[config.mk]
export PLATFORM = sky130hd
export DESIGN_NAME = his_builder_top
export DESIGN_NICKNAME = d
export VERILOG_FILES = /design/src/source/his_pkg.sv /design/src/source/bin_accumulator.sv /design/src/source/his_bank_mem.sv /design/src/source/his_builder_top.sv /design/src/source/his_counter_fsm.sv /design/src/source/his_readout.sv
export VERILOG_INCLUDE_DIRS = /design/src /design/src/include
export SDC_FILE = /design/constraint.sdc
export NUM_CORES = 2
export LEC_CHECK = 0
export BUFFER_PORTS_ARGS = -buffer_cell sky130_fd_sc_hd__clkbuf_2
export CELL_PAD_IN_SITES_DETAIL_PLACEMENT = 1
export CELL_PAD_IN_SITES_GLOBAL_PLACEMENT = 2
export CORE_ASPECT_RATIO = 0.6
export CORE_MARGIN = 4
export CORE_UTILIZATION = 30
export CTS_CLUSTER_DIAMETER = 30
export DETAILED_ROUTE_END_ITERATION = 8
export PLACE_DENSITY = 0.61
export SYNTH_ARGS = -nofsm -noshare
export SYNTH_HDL_FRONTEND = slang
export SYNTH_SLANG_ARGS = --single-unit
export TNS_END_PERCENT = 10
[constraint.sdc]
create_clock -name clk -period 4.3 [get_ports clk]
set_clock_uncertainty 0.15 [all_clocks]
set_input_delay 0.86 -clock clk [delete_from_list [all_inputs] [get_ports clk]]
set_output_delay 0.86 -clock clk [all_outputs]
set_load 0.05 [all_outputs]
[src/include/his_config.svh]
`ifndef HIS_CONFIG_SVH
`define HIS_CONFIG_SVH

// tdc bin address width
// 16 bins by default
`define HIS_BIN_BITS 4

// pixels sharing one histogram bank
`define HIS_PIXEL_NUM 4

// pixel index width
// must cover HIS_PIXEL_NUM
`define HIS_PIXEL_BITS 2

// hits taken per pixel before moving on
`define HIS_DATA_NUM 4

// acquisitions that make up one frame
`define HIS_ACQ_NUM 3

// width of one bin count
// one frame is 48 hits so no saturation is needed
`define HIS_COUNT_BITS 8

`endif

[src/source/his_pkg.sv]
`include "his_config.svh"

package his_pkg;

    // one tdc bin number as delivered with a hit
    typedef logic [`HIS_BIN_BITS-1:0] bin_addr_t;

    // pixel number inside the array
    typedef logic [`HIS_PIXEL_BITS-1:0] pixel_idx_t;

    // bank word address
    // upper bits pixel, lower bits bin
    typedef logic [`HIS_PIXEL_BITS+`HIS_BIN_BITS-1:0] mem_addr_t;

    // one histogram count
    typedef logic [`HIS_COUNT_BITS-1:0] bin_count_t;

endpackage

[src/source/bin_accumulator.sv]
`timescale 1ns/10ps
`include "his_config.svh"

module bin_accumulator (
    input  logic                clk,
    input  logic                res,
    input  logic                wr_en,
    input  his_pkg::bin_addr_t  addr,
    input  his_pkg::pixel_idx_t hit_pixel,
    input  logic                his_num,
    output his_pkg::mem_addr_t  acc_rd_addr,
    output logic                acc_rd_bank,
    input  his_pkg::bin_count_t acc_rd_data,
    output logic                acc_wr_en,
    output logic                acc_wr_bank,
    output his_pkg::mem_addr_t  acc_wr_addr,
    output his_pkg::bin_count_t acc_wr_data
);

    import his_pkg::*;

    // stage one, hit whose read is in flight
    logic       s1_valid;
    mem_addr_t  s1_addr;
    logic       s1_bank;

    // copy of the write issued last cycle
    logic       fw_valid;
    mem_addr_t  fw_addr;
    logic       fw_bank;
    bin_count_t fw_data;

    // forward select and the count being incremented
    logic       fw_hit;
    bin_count_t base_cnt;

    // read goes out in the same cycle as the hit
    // word address is pixel then bin
    assign acc_rd_addr = {hit_pixel, addr};
    // bank tag taken from the bank being filled right now
    assign acc_rd_bank = his_num;

    always_ff @(posedge clk or negedge res) begin
        if (!res) begin
            s1_valid <= 1'b0;
            fw_valid <= 1'b0;
        end else begin
            s1_valid <= wr_en;
            fw_valid <= s1_valid;
        end
    end

    // payload follows the valid bits without reset
    always_ff @(posedge clk) begin
        s1_addr <= acc_rd_addr;
        s1_bank <= acc_rd_bank;
        fw_addr <= s1_addr;
        fw_bank <= s1_bank;
        fw_data <= acc_wr_data;
    end

    // ram read raced the previous write on the same word
    // bank has to match too, a swap may sit between two hits
    assign fw_hit = fw_valid && (fw_addr == s1_addr) && (fw_bank == s1_bank);

    assign base_cnt = fw_hit ? fw_data : acc_rd_data;

    // stage two writes back one cycle after the read
    assign acc_wr_en   = s1_valid;
    assign acc_wr_addr = s1_addr;
    // old bank stays the target for hits issued before the swap
    assign acc_wr_bank = s1_bank;
    assign acc_wr_data = base_cnt + 1'b1;

endmodule

[src/source/his_bank_mem.sv]
`timescale 1ns/10ps
`include "his_config.svh"

module his_bank_mem (
    input  logic                clk,
    input  his_pkg::mem_addr_t  acc_rd_addr,
    input  logic                acc_rd_bank,
    output his_pkg::bin_count_t acc_rd_data,
    input  logic                acc_wr_en,
    input  logic                acc_wr_bank,
    input  his_pkg::mem_addr_t  acc_wr_addr,
    input  his_pkg::bin_count_t acc_wr_data,
    input  logic                his_num,
    input  logic                ro_rd_en,
    input  his_pkg::mem_addr_t  ro_rd_addr,
    output his_pkg::bin_count_t ro_rd_data,
    input  logic                ro_clr_en
);

    import his_pkg::*;

    localparam int DEPTH = 1 << (`HIS_PIXEL_BITS + `HIS_BIN_BITS);

    // two banks, index 0/1 is the bank number
    bin_count_t mem [2][DEPTH];

    // readout always looks at the bank not being filled
    logic ro_bank;
    assign ro_bank = ~his_num;

    always_ff @(posedge clk) begin
        // accumulator update into the tagged bank
        if (acc_wr_en) begin
            mem[acc_wr_bank][acc_wr_addr] <= acc_wr_data;
        end
        // clear comes last and reads below still see the old word
        if (ro_clr_en) begin
            mem[ro_bank][ro_rd_addr] <= '0;
        end
        // registered reads
        acc_rd_data <= mem[acc_rd_bank][acc_rd_addr];
        if (ro_rd_en) begin
            ro_rd_data <= mem[ro_bank][ro_rd_addr];
        end
    end

endmodule

[src/source/his_builder_top.sv]
`timescale 1ns/10ps
`include "his_config.svh"

module his_builder_top (
    input  logic                clk,
    input  logic                res,
    input  logic                wr_en,
    input  his_pkg::bin_addr_t  addr,
    output logic                his_num,
    output logic                rd_valid,
    output his_pkg::mem_addr_t  rd_addr,
    output his_pkg::bin_count_t rd_count,
    output logic                overrun
);

    import his_pkg::*;

    // counter to accumulator and readout
    pixel_idx_t hit_pixel;
    logic       frame_done;

    // accumulator side of the banks
    mem_addr_t  acc_rd_addr;
    logic       acc_rd_bank;
    bin_count_t acc_rd_data;
    logic       acc_wr_en;
    logic       acc_wr_bank;
    mem_addr_t  acc_wr_addr;
    bin_count_t acc_wr_data;

    // readout side of the banks
    logic       ro_rd_en;
    mem_addr_t  ro_rd_addr;
    bin_count_t ro_rd_data;
    logic       ro_clr_en;

    // tags each hit with its pixel, flags frame end
    his_counter_fsm u_counter (
        .clk        (clk),
        .res        (res),
        .wr_en      (wr_en),
        .hit_pixel  (hit_pixel),
        .frame_done (frame_done),
        .his_num    (his_num)
    );

    bin_accumulator u_acc (
        .clk         (clk),
        .res         (res),
        .wr_en       (wr_en),
        .addr        (addr),
        .hit_pixel   (hit_pixel),
        .his_num     (his_num),
        .acc_rd_addr (acc_rd_addr),
        .acc_rd_bank (acc_rd_bank),
        .acc_rd_data (acc_rd_data),
        .acc_wr_en   (acc_wr_en),
        .acc_wr_bank (acc_wr_bank),
        .acc_wr_addr (acc_wr_addr),
        .acc_wr_data (acc_wr_data)
    );

    // ping-pong banks
    his_bank_mem u_mem (
        .clk         (clk),
        .acc_rd_addr (acc_rd_addr),
        .acc_rd_bank (acc_rd_bank),
        .acc_rd_data (acc_rd_data),
        .acc_wr_en   (acc_wr_en),
        .acc_wr_bank (acc_wr_bank),
        .acc_wr_addr (acc_wr_addr),
        .acc_wr_data (acc_wr_data),
        .his_num     (his_num),
        .ro_rd_en    (ro_rd_en),
        .ro_rd_addr  (ro_rd_addr),
        .ro_rd_data  (ro_rd_data),
        .ro_clr_en   (ro_clr_en)
    );

    // streams and clears the finished bank
    his_readout u_ro (
        .clk        (clk),
        .res        (res),
        .frame_done (frame_done),
        .ro_rd_en   (ro_rd_en),
        .ro_rd_addr (ro_rd_addr),
        .ro_rd_data (ro_rd_data),
        .ro_clr_en  (ro_clr_en),
        .rd_valid   (rd_valid),
        .rd_addr    (rd_addr),
        .rd_count   (rd_count),
        .overrun    (overrun)
    );

endmodule

[src/source/his_counter_fsm.sv]
`timescale 1ns/10ps
`include "his_config.svh"

module his_counter_fsm (
    input  logic               clk,
    input  logic               res,
    input  logic               wr_en,
    output his_pkg::pixel_idx_t hit_pixel,
    output logic               frame_done,
    output logic               his_num
);

    import his_pkg::*;

    // counter widths, one spare bit so a count of 1 still gets a bit
    localparam int IN_W  = $clog2(`HIS_DATA_NUM + 1);
    localparam int ACQ_W = $clog2(`HIS_ACQ_NUM + 1);

    // hits seen for the current pixel
    logic [IN_W-1:0]  input_cnt;
    // pixel currently being served
    pixel_idx_t       pixel_cnt;
    // acquisition within the frame
    logic [ACQ_W-1:0] acq_cnt;

    // wrap conditions, each one gates the next counter up
    logic input_last;
    logic pixel_last;
    logic acq_last;
    logic frame_last;

    assign input_last = (input_cnt == IN_W'(`HIS_DATA_NUM - 1));
    assign pixel_last = (pixel_cnt == pixel_idx_t'(`HIS_PIXEL_NUM - 1));
    assign acq_last   = (acq_cnt == ACQ_W'(`HIS_ACQ_NUM - 1));

    // last hit of the last pixel of the last acquisition
    assign frame_last = wr_en && input_last && pixel_last && acq_last;

    // present hit belongs to the pixel the counters point at
    assign hit_pixel = pixel_cnt;

    always_ff @(posedge clk or negedge res) begin
        if (!res) begin
            input_cnt <= '0;
            pixel_cnt <= '0;
            acq_cnt   <= '0;
        end else if (wr_en) begin
            if (input_last) begin
                input_cnt <= '0;
                // pixel advances once its hits are in
                if (pixel_last) begin
                    pixel_cnt <= '0;
                    // all pixels done, next acquisition
                    if (acq_last) begin
                        acq_cnt <= '0;
                    end else begin
                        acq_cnt <= acq_cnt + 1'b1;
                    end
                end else begin
                    pixel_cnt <= pixel_cnt + 1'b1;
                end
            end else begin
                input_cnt <= input_cnt + 1'b1;
            end
        end
    end

    // frame end pulse and bank swap share one edge
    always_ff @(posedge clk or negedge res) begin
        if (!res) begin
            frame_done <= 1'b0;
            his_num    <= 1'b0;
        end else begin
            frame_done <= frame_last;
            if (frame_last) begin
                his_num <= ~his_num;
            end
        end
    end

endmodule

[src/source/his_readout.sv]
`timescale 1ns/10ps
`include "his_config.svh"

module his_readout (
    input  logic                clk,
    input  logic                res,
    input  logic                frame_done,
    output logic                ro_rd_en,
    output his_pkg::mem_addr_t  ro_rd_addr,
    input  his_pkg::bin_count_t ro_rd_data,
    output logic                ro_clr_en,
    output logic                rd_valid,
    output his_pkg::mem_addr_t  rd_addr,
    output his_pkg::bin_count_t rd_count,
    output logic                overrun
);

    import his_pkg::*;

    typedef enum logic [1:0] {
        st_idle,
        st_drain,
        st_scan
    } ro_state_t;

    ro_state_t state;
    // drain cycles done
    logic      drain_cnt;
    // next word to read
    mem_addr_t word_cnt;

    always_ff @(posedge clk or negedge res) begin
        if (!res) begin
            state     <= st_idle;
            drain_cnt <= 1'b0;
            word_cnt  <= '0;
        end else begin
            case (state)
                st_idle: begin
                    // a frame during a scan is dropped here
                    if (frame_done) begin
                        state     <= st_drain;
                        drain_cnt <= 1'b0;
                    end
                end
                st_drain: begin
                    // let the last accumulator writes land first
                    drain_cnt <= 1'b1;
                    if (drain_cnt) begin
                        state    <= st_scan;
                        word_cnt <= '0;
                    end
                end
                st_scan: begin
                    word_cnt <= word_cnt + 1'b1;
                    if (word_cnt == '1) begin
                        state <= st_idle;
                    end
                end
                default: state <= st_idle;
            endcase
        end
    end

    // one read per scan cycle, cleared on the same edge
    assign ro_rd_en   = (state == st_scan);
    assign ro_rd_addr = word_cnt;
    assign ro_clr_en  = ro_rd_en;

    // valid and address lag the read by one cycle like the data
    always_ff @(posedge clk or negedge res) begin
        if (!res) begin
            rd_valid <= 1'b0;
            overrun  <= 1'b0;
        end else begin
            rd_valid <= ro_rd_en;
            // sticky until reset
            if (frame_done && (state != st_idle)) begin
                overrun <= 1'b1;
            end
        end
    end

    always_ff @(posedge clk) begin
        rd_addr <= ro_rd_addr;
    end

    // ram output register already lines up with rd_valid
    assign rd_count = ro_rd_data;

endmodule

[Word level (Yosys, flattened, before mapping)]
Memories as Yosys holds them, arrays and structs flattened.
Index checks and enable logic that the tools add are counted.
Storage, ports and cells
  memories kept: 1
  memory bits (read-only): 0
  logic and storage cells: 89
  latch bits: 0
  register bits: 66
  bits in writable memories: 1024
Cells by class
  $lt $le $gt $ge: 5
  bitwise logic cells: 4
  reduce and logical (&&, ||, !) cells: 17
  eq/ne operators: 11
  divide/modulo/power cells: 0
  add/sub/neg operators: 5
  $mul: 0
  mux-type cells: 26
  shift-type cells: 0
Memory list
  u_mem.mem: words 2, width 512, read ports 2, clocked after memory_dff 0, wr ports 2, RTL line his_bank_mem.sv:25  | bin_count_t mem [2][DEPTH];
Operators by type and width (number)
  512-bit two-way mux: 2
  8-bit binary-select mux with 6-bit select: 2
  8-bit demux with 6-bit select: 2
  8-bit two-way mux: 7
  7-bit >= comparator, second input constant: 3
  6-bit NOT with 7-bit output: 3
  7-bit by 1-bit < comparator with 1-bit output, second input constant: 2
  6-bit one-hot mux with 2 select lines: 1
  2-bit two-way mux: 5
  8-bit by 1-bit adder with 8-bit output, second input constant: 1
  1-bit logical AND: 8
  6-bit by 1-bit adder with 6-bit output, second input constant: 1
  2-bit equality test, second input constant: 3
  6-bit equality test: 1
  6-bit equality test, second input constant: 1
  6-bit two-way mux: 1
  2-bit one-hot mux with 3 select lines: 1
  2-bit AND reduction: 3
  3-bit AND reduction: 2
  2-bit nonzero test: 3
  2-bit by 1-bit adder with 2-bit output, second input constant: 2
  2-bit inequality test, second input constant: 2
  3-bit by 1-bit adder with 3-bit output, second input constant: 1
  3-bit by 2-bit equality test with 1-bit output, second input constant: 1
  8 further kinds: 10

[Longest topological paths before layout]
  word-level depth: 6
  gate-level depth with buffers: 17
  depth with buffers taken out: 12

[Modules after synthesis]
Synthesis repeated with hierarchy kept, for this count alone.
Unflattened totals
  cell total of the unflattened synthesis: 5930
  area, all modules: 56606.8 µm²
By module, submodules not included
  his_bank_mem: area each 54573.6 µm², cells each 5758, instances 1
  bin_accumulator: area each 955.9 µm², cells each 82, instances 1
  his_readout: area each 683.2 µm², cells each 63, instances 1
  his_counter_fsm: area each 394.1 µm², cells each 27, instances 1

[Worst setup path after synthesis]
No wires, ideal clock.
  kind: register -> register
  start: register u_acc.s1_addr[4] (netlist: u_acc.acc_wr_addr[4])
  end: memory u_mem.mem[1][118] (netlist bit)
  required time: 4.080 ns
  slack: 0.729 ns
  cell stages (with the launch flop): 18
  path buffers: 5
  data arrival time: 3.351 ns
  path through: dfxtp_1 -> buf_2 -> xnor2_1 -> nand4_1 -> nor2_4 -> mux2i_1 -> clkbuf_1 -> buf_2 -> inv_1 -> ha_1 -> and3_1 -> nand3_1 -> xor2_1 -> mux2i_1 -> clkbuf_1 -> clkbuf_1 -> nand3_1 -> a21oi_1
RTL lines
  from (decl): RTL line bin_accumulator.sv:24  | mem_addr_t s1_addr;
  from (signal assigned): RTL line bin_accumulator.sv:55  | s1_addr <= acc_rd_addr;
  to (decl): RTL line his_bank_mem.sv:25

[Worst setup path after layout]
  start: register u_counter.his_num
  end: output his_num
RTL lines
  from (decl): RTL line his_counter_fsm.sv:10  | output logic his_num
  from (signal assigned): RTL line his_counter_fsm.sv:76  | his_num <= ~his_num;
  to (decl): RTL line his_builder_top.sv:9  | output logic his_num,
No word-level cell between the ends.

==> qor.yml <==
status: "completed"
netlist_instances: 6152
grt_overflow_total: 0
totalPowerFinal_mw: 45.3
root_buffer: "clkbuf_16"
syn_nets: 6163
finalCriticalPeriod_ns: 3.95
hold_viol: 0
yosysTopAreaCellShare_pct: 37.8
dieArea_um2: 194000
gp_congestion: 0.998
setup_viol: 0
firstDrtPassIters: 5
fmax_mhz: 253
avgSynthCellArea_um2: 9.12
ys_seq_area_share_pct: 39.2
synth_flop_cell: "dfxtp_1"
drive_above_1_share_pct: 20.9
clock-sinks: 1090
drt-total-wl_um: 316000
rsz0062_at_grt: "false"
min_period_over_period_pct: 91.8
nets: 6259
drtIter0Drc: 7214
syn-cell-area_um2: 56100
crit_fanout: 37
setup_tns_ns: 0
antenna_left: 0
hold_class: "primary input to flip-flop"
route.detailed.drc: 0
rows: 122
place_inst: 8493
die_h_um: 343
synth_most_common_cell: "nand2_1"
core_um2: 185000
powerDensity_nw_per_um2: 662
cts_hold_buf: 1
io_buffers: 23
stdcell_count: 8921
slew_headroom_pct: 11.0
post_drt_wl_per_cell_um: 35.4
yosys_warnings: 0
ctsResizeCount: 0
grt_pass1_vias: 52300
synth_edf_count: 8
cts_buffers: 232
cts_buffer_depth: 4
area_growth_pct: 22.1
synth-seq-cells: 1090
die_x_um: 566
hpwl_um: 230000
end_kind: "output pin"
ys_types: 67
synth_top_cells_by_count: "nand2_1, dfxtp_1, a21oi_1, nand3_1, mux4_2"
ys_top_cells_by_area: "dfxtp_1, mux4_2, nand2_1"
grt_usage_pct: 31.5
crit_arrival_ns: 2.94
antenna_found_initial: 22
ios: 24
drv_cap: 0
worst_pin_slew_ns: 1.30
synthArstFlopShare_pct: 2.02
insertion_delay_ns: 0.86
htree_levels: 4
startpoint_type: "flip-flop"
start_util_pct: 30.3
cellLeakagePower_nw: 23.1
yosys.area.top_type: "dfxtp_1"
path_clk_slew_ns: 0.05
drv_slew: 0
required_ns: 3.29
routed-via-count: 55400
max-vdd-ir-drop_v: 0.000503
grt_max_degree: 87
cts_setup_buffers: 0
crit_type: "flip-flop to output pin"
cts_tree: "done"
viasPerCell: 6.21
grt_pass1_wl_um: 436000
==> flip-flops by register name, indices dropped and copies added, names as in the netlist, 2 cells and up <==
signal,flops
u_mem.ro_rd_data,8
u_ro.ro_rd_addr,6
u_counter.input_cnt,3
u_mem.acc_rd_data,8
u_counter.hit_pixel,2
u_acc.fw_data,8
u_counter.acq_cnt,2
u_acc.fw_addr,6
u_ro.rd_addr,6
u_ro.state,2
u_acc.acc_wr_addr,6
u_mem.mem,1024
==> metal layers <==
metal  vias to the layer above  wire length [um]  global-route usage (%)
li1                      22800                 -                       -
met1                     28700            146000                    48.0
met3                       508             41100                    10.9
met4                        12              9890                    9.13
met2                      3339            119000                    41.0
met5                         -                70                       0
==> kinds of logic after synthesis <==
| family | Yosys count | share of synthesized area [%] |
|---|---|---|
| xor+xnor | 23 | 0.359 |
| compound gates | 1388 | 14.3 |
| fa+ha+maj | 4 | 0.0892 |
| simple gates | 2500 | 19.2 |
| buf+inv | 507 | 4.38 |
| mux | 640 | 22.4 |
| flops | 1090 | 39.2 |
==> layout by cell type (no fill, tap or decap), types with 22 or more instances in the layout <==
master        n
a211oi_1     29
a21oi_1     930
a22oi_1      65
buf_12       42
buf_4       294
bufinv_16    34
clkbuf_1     24
clkbuf_16   237
clkbuf_8     28
clkinv_2     37
clkinv_4     22
dfxtp_1    1060
mux2i_1     138
mux4_2      473
nand2_1    1467
nand3_1     584
nand3b_1     45
nand4_1      23
nor2_1      193
nor2_2       40
nor2b_1      24
o211ai_1    105
o21ai_0      25
o22ai_1      46
o31ai_1     132
==> critical path: stages, from the launching register on <==
cell      delay [ns]
dfrtp_4         1.01
buf_12          0.27
buf_4           0.38
clkbuf_2        0.35
==> power by group <==
part / leakage (nW) / switching, mW / total (mW) / internal, mW
registers: 8.99 / 2.34 / 14.4 / 12.1
clock network: 3.97 / 6.44 / 19.0 / 12.6
logic: 10.1 / 7.70 / 11.9 / 4.18
==> per-stage QoR <==
step	setup slack (ns)	area (um2)	hold slack (ns)	util, %
after floorplan	0.729	56100	0.176	-
after global placement	-0.363	60300	0.305	32.5
after detailed placement	0.119	60300	0.313	32.6
after CTS	0.330	68400	0.0522	37.0
after global routing	0.259	68400	0.0617	37.0
final	0.353	68500	0.0790	37.0
==> worst paths after layout <==
| path | from | endpoint | slack [ns] | cells after the start |
|---|---|---|---|---|
| worst max register to register | u_counter.his_num | u_mem.ro_rd_data[6] | 0.44 | 7 |
| min in group asynchronous | res | u_counter.input_cnt[1] | 0.50 | 2 |
| worst max-delay path | u_counter.his_num | his_num | 0.35 | 3 |
| worst min register to register | u_ro.overrun | u_ro.overrun | 0.31 | 1 |
| max in group asynchronous | res | u_ro.ro_rd_addr[2] | 2.83 | 2 |
| worst min-delay path | wr_en | u_acc.acc_wr_en | 0.08 | 1 |
==> final cells by class <==
type / count / area, um2
timing repair buffer: 361 / 3210
fill: 20800 / 117000
clock inverter: 133 / 1750
clock buffer: 289 / 6410
multi-input combinational: 4555 / 31900
inverter: 8 / 30.0
tap: 2480 / 3100
antenna: 5 / 12.5
sequential: 1090 / 22000
Power figures use the tool's default switching activity.
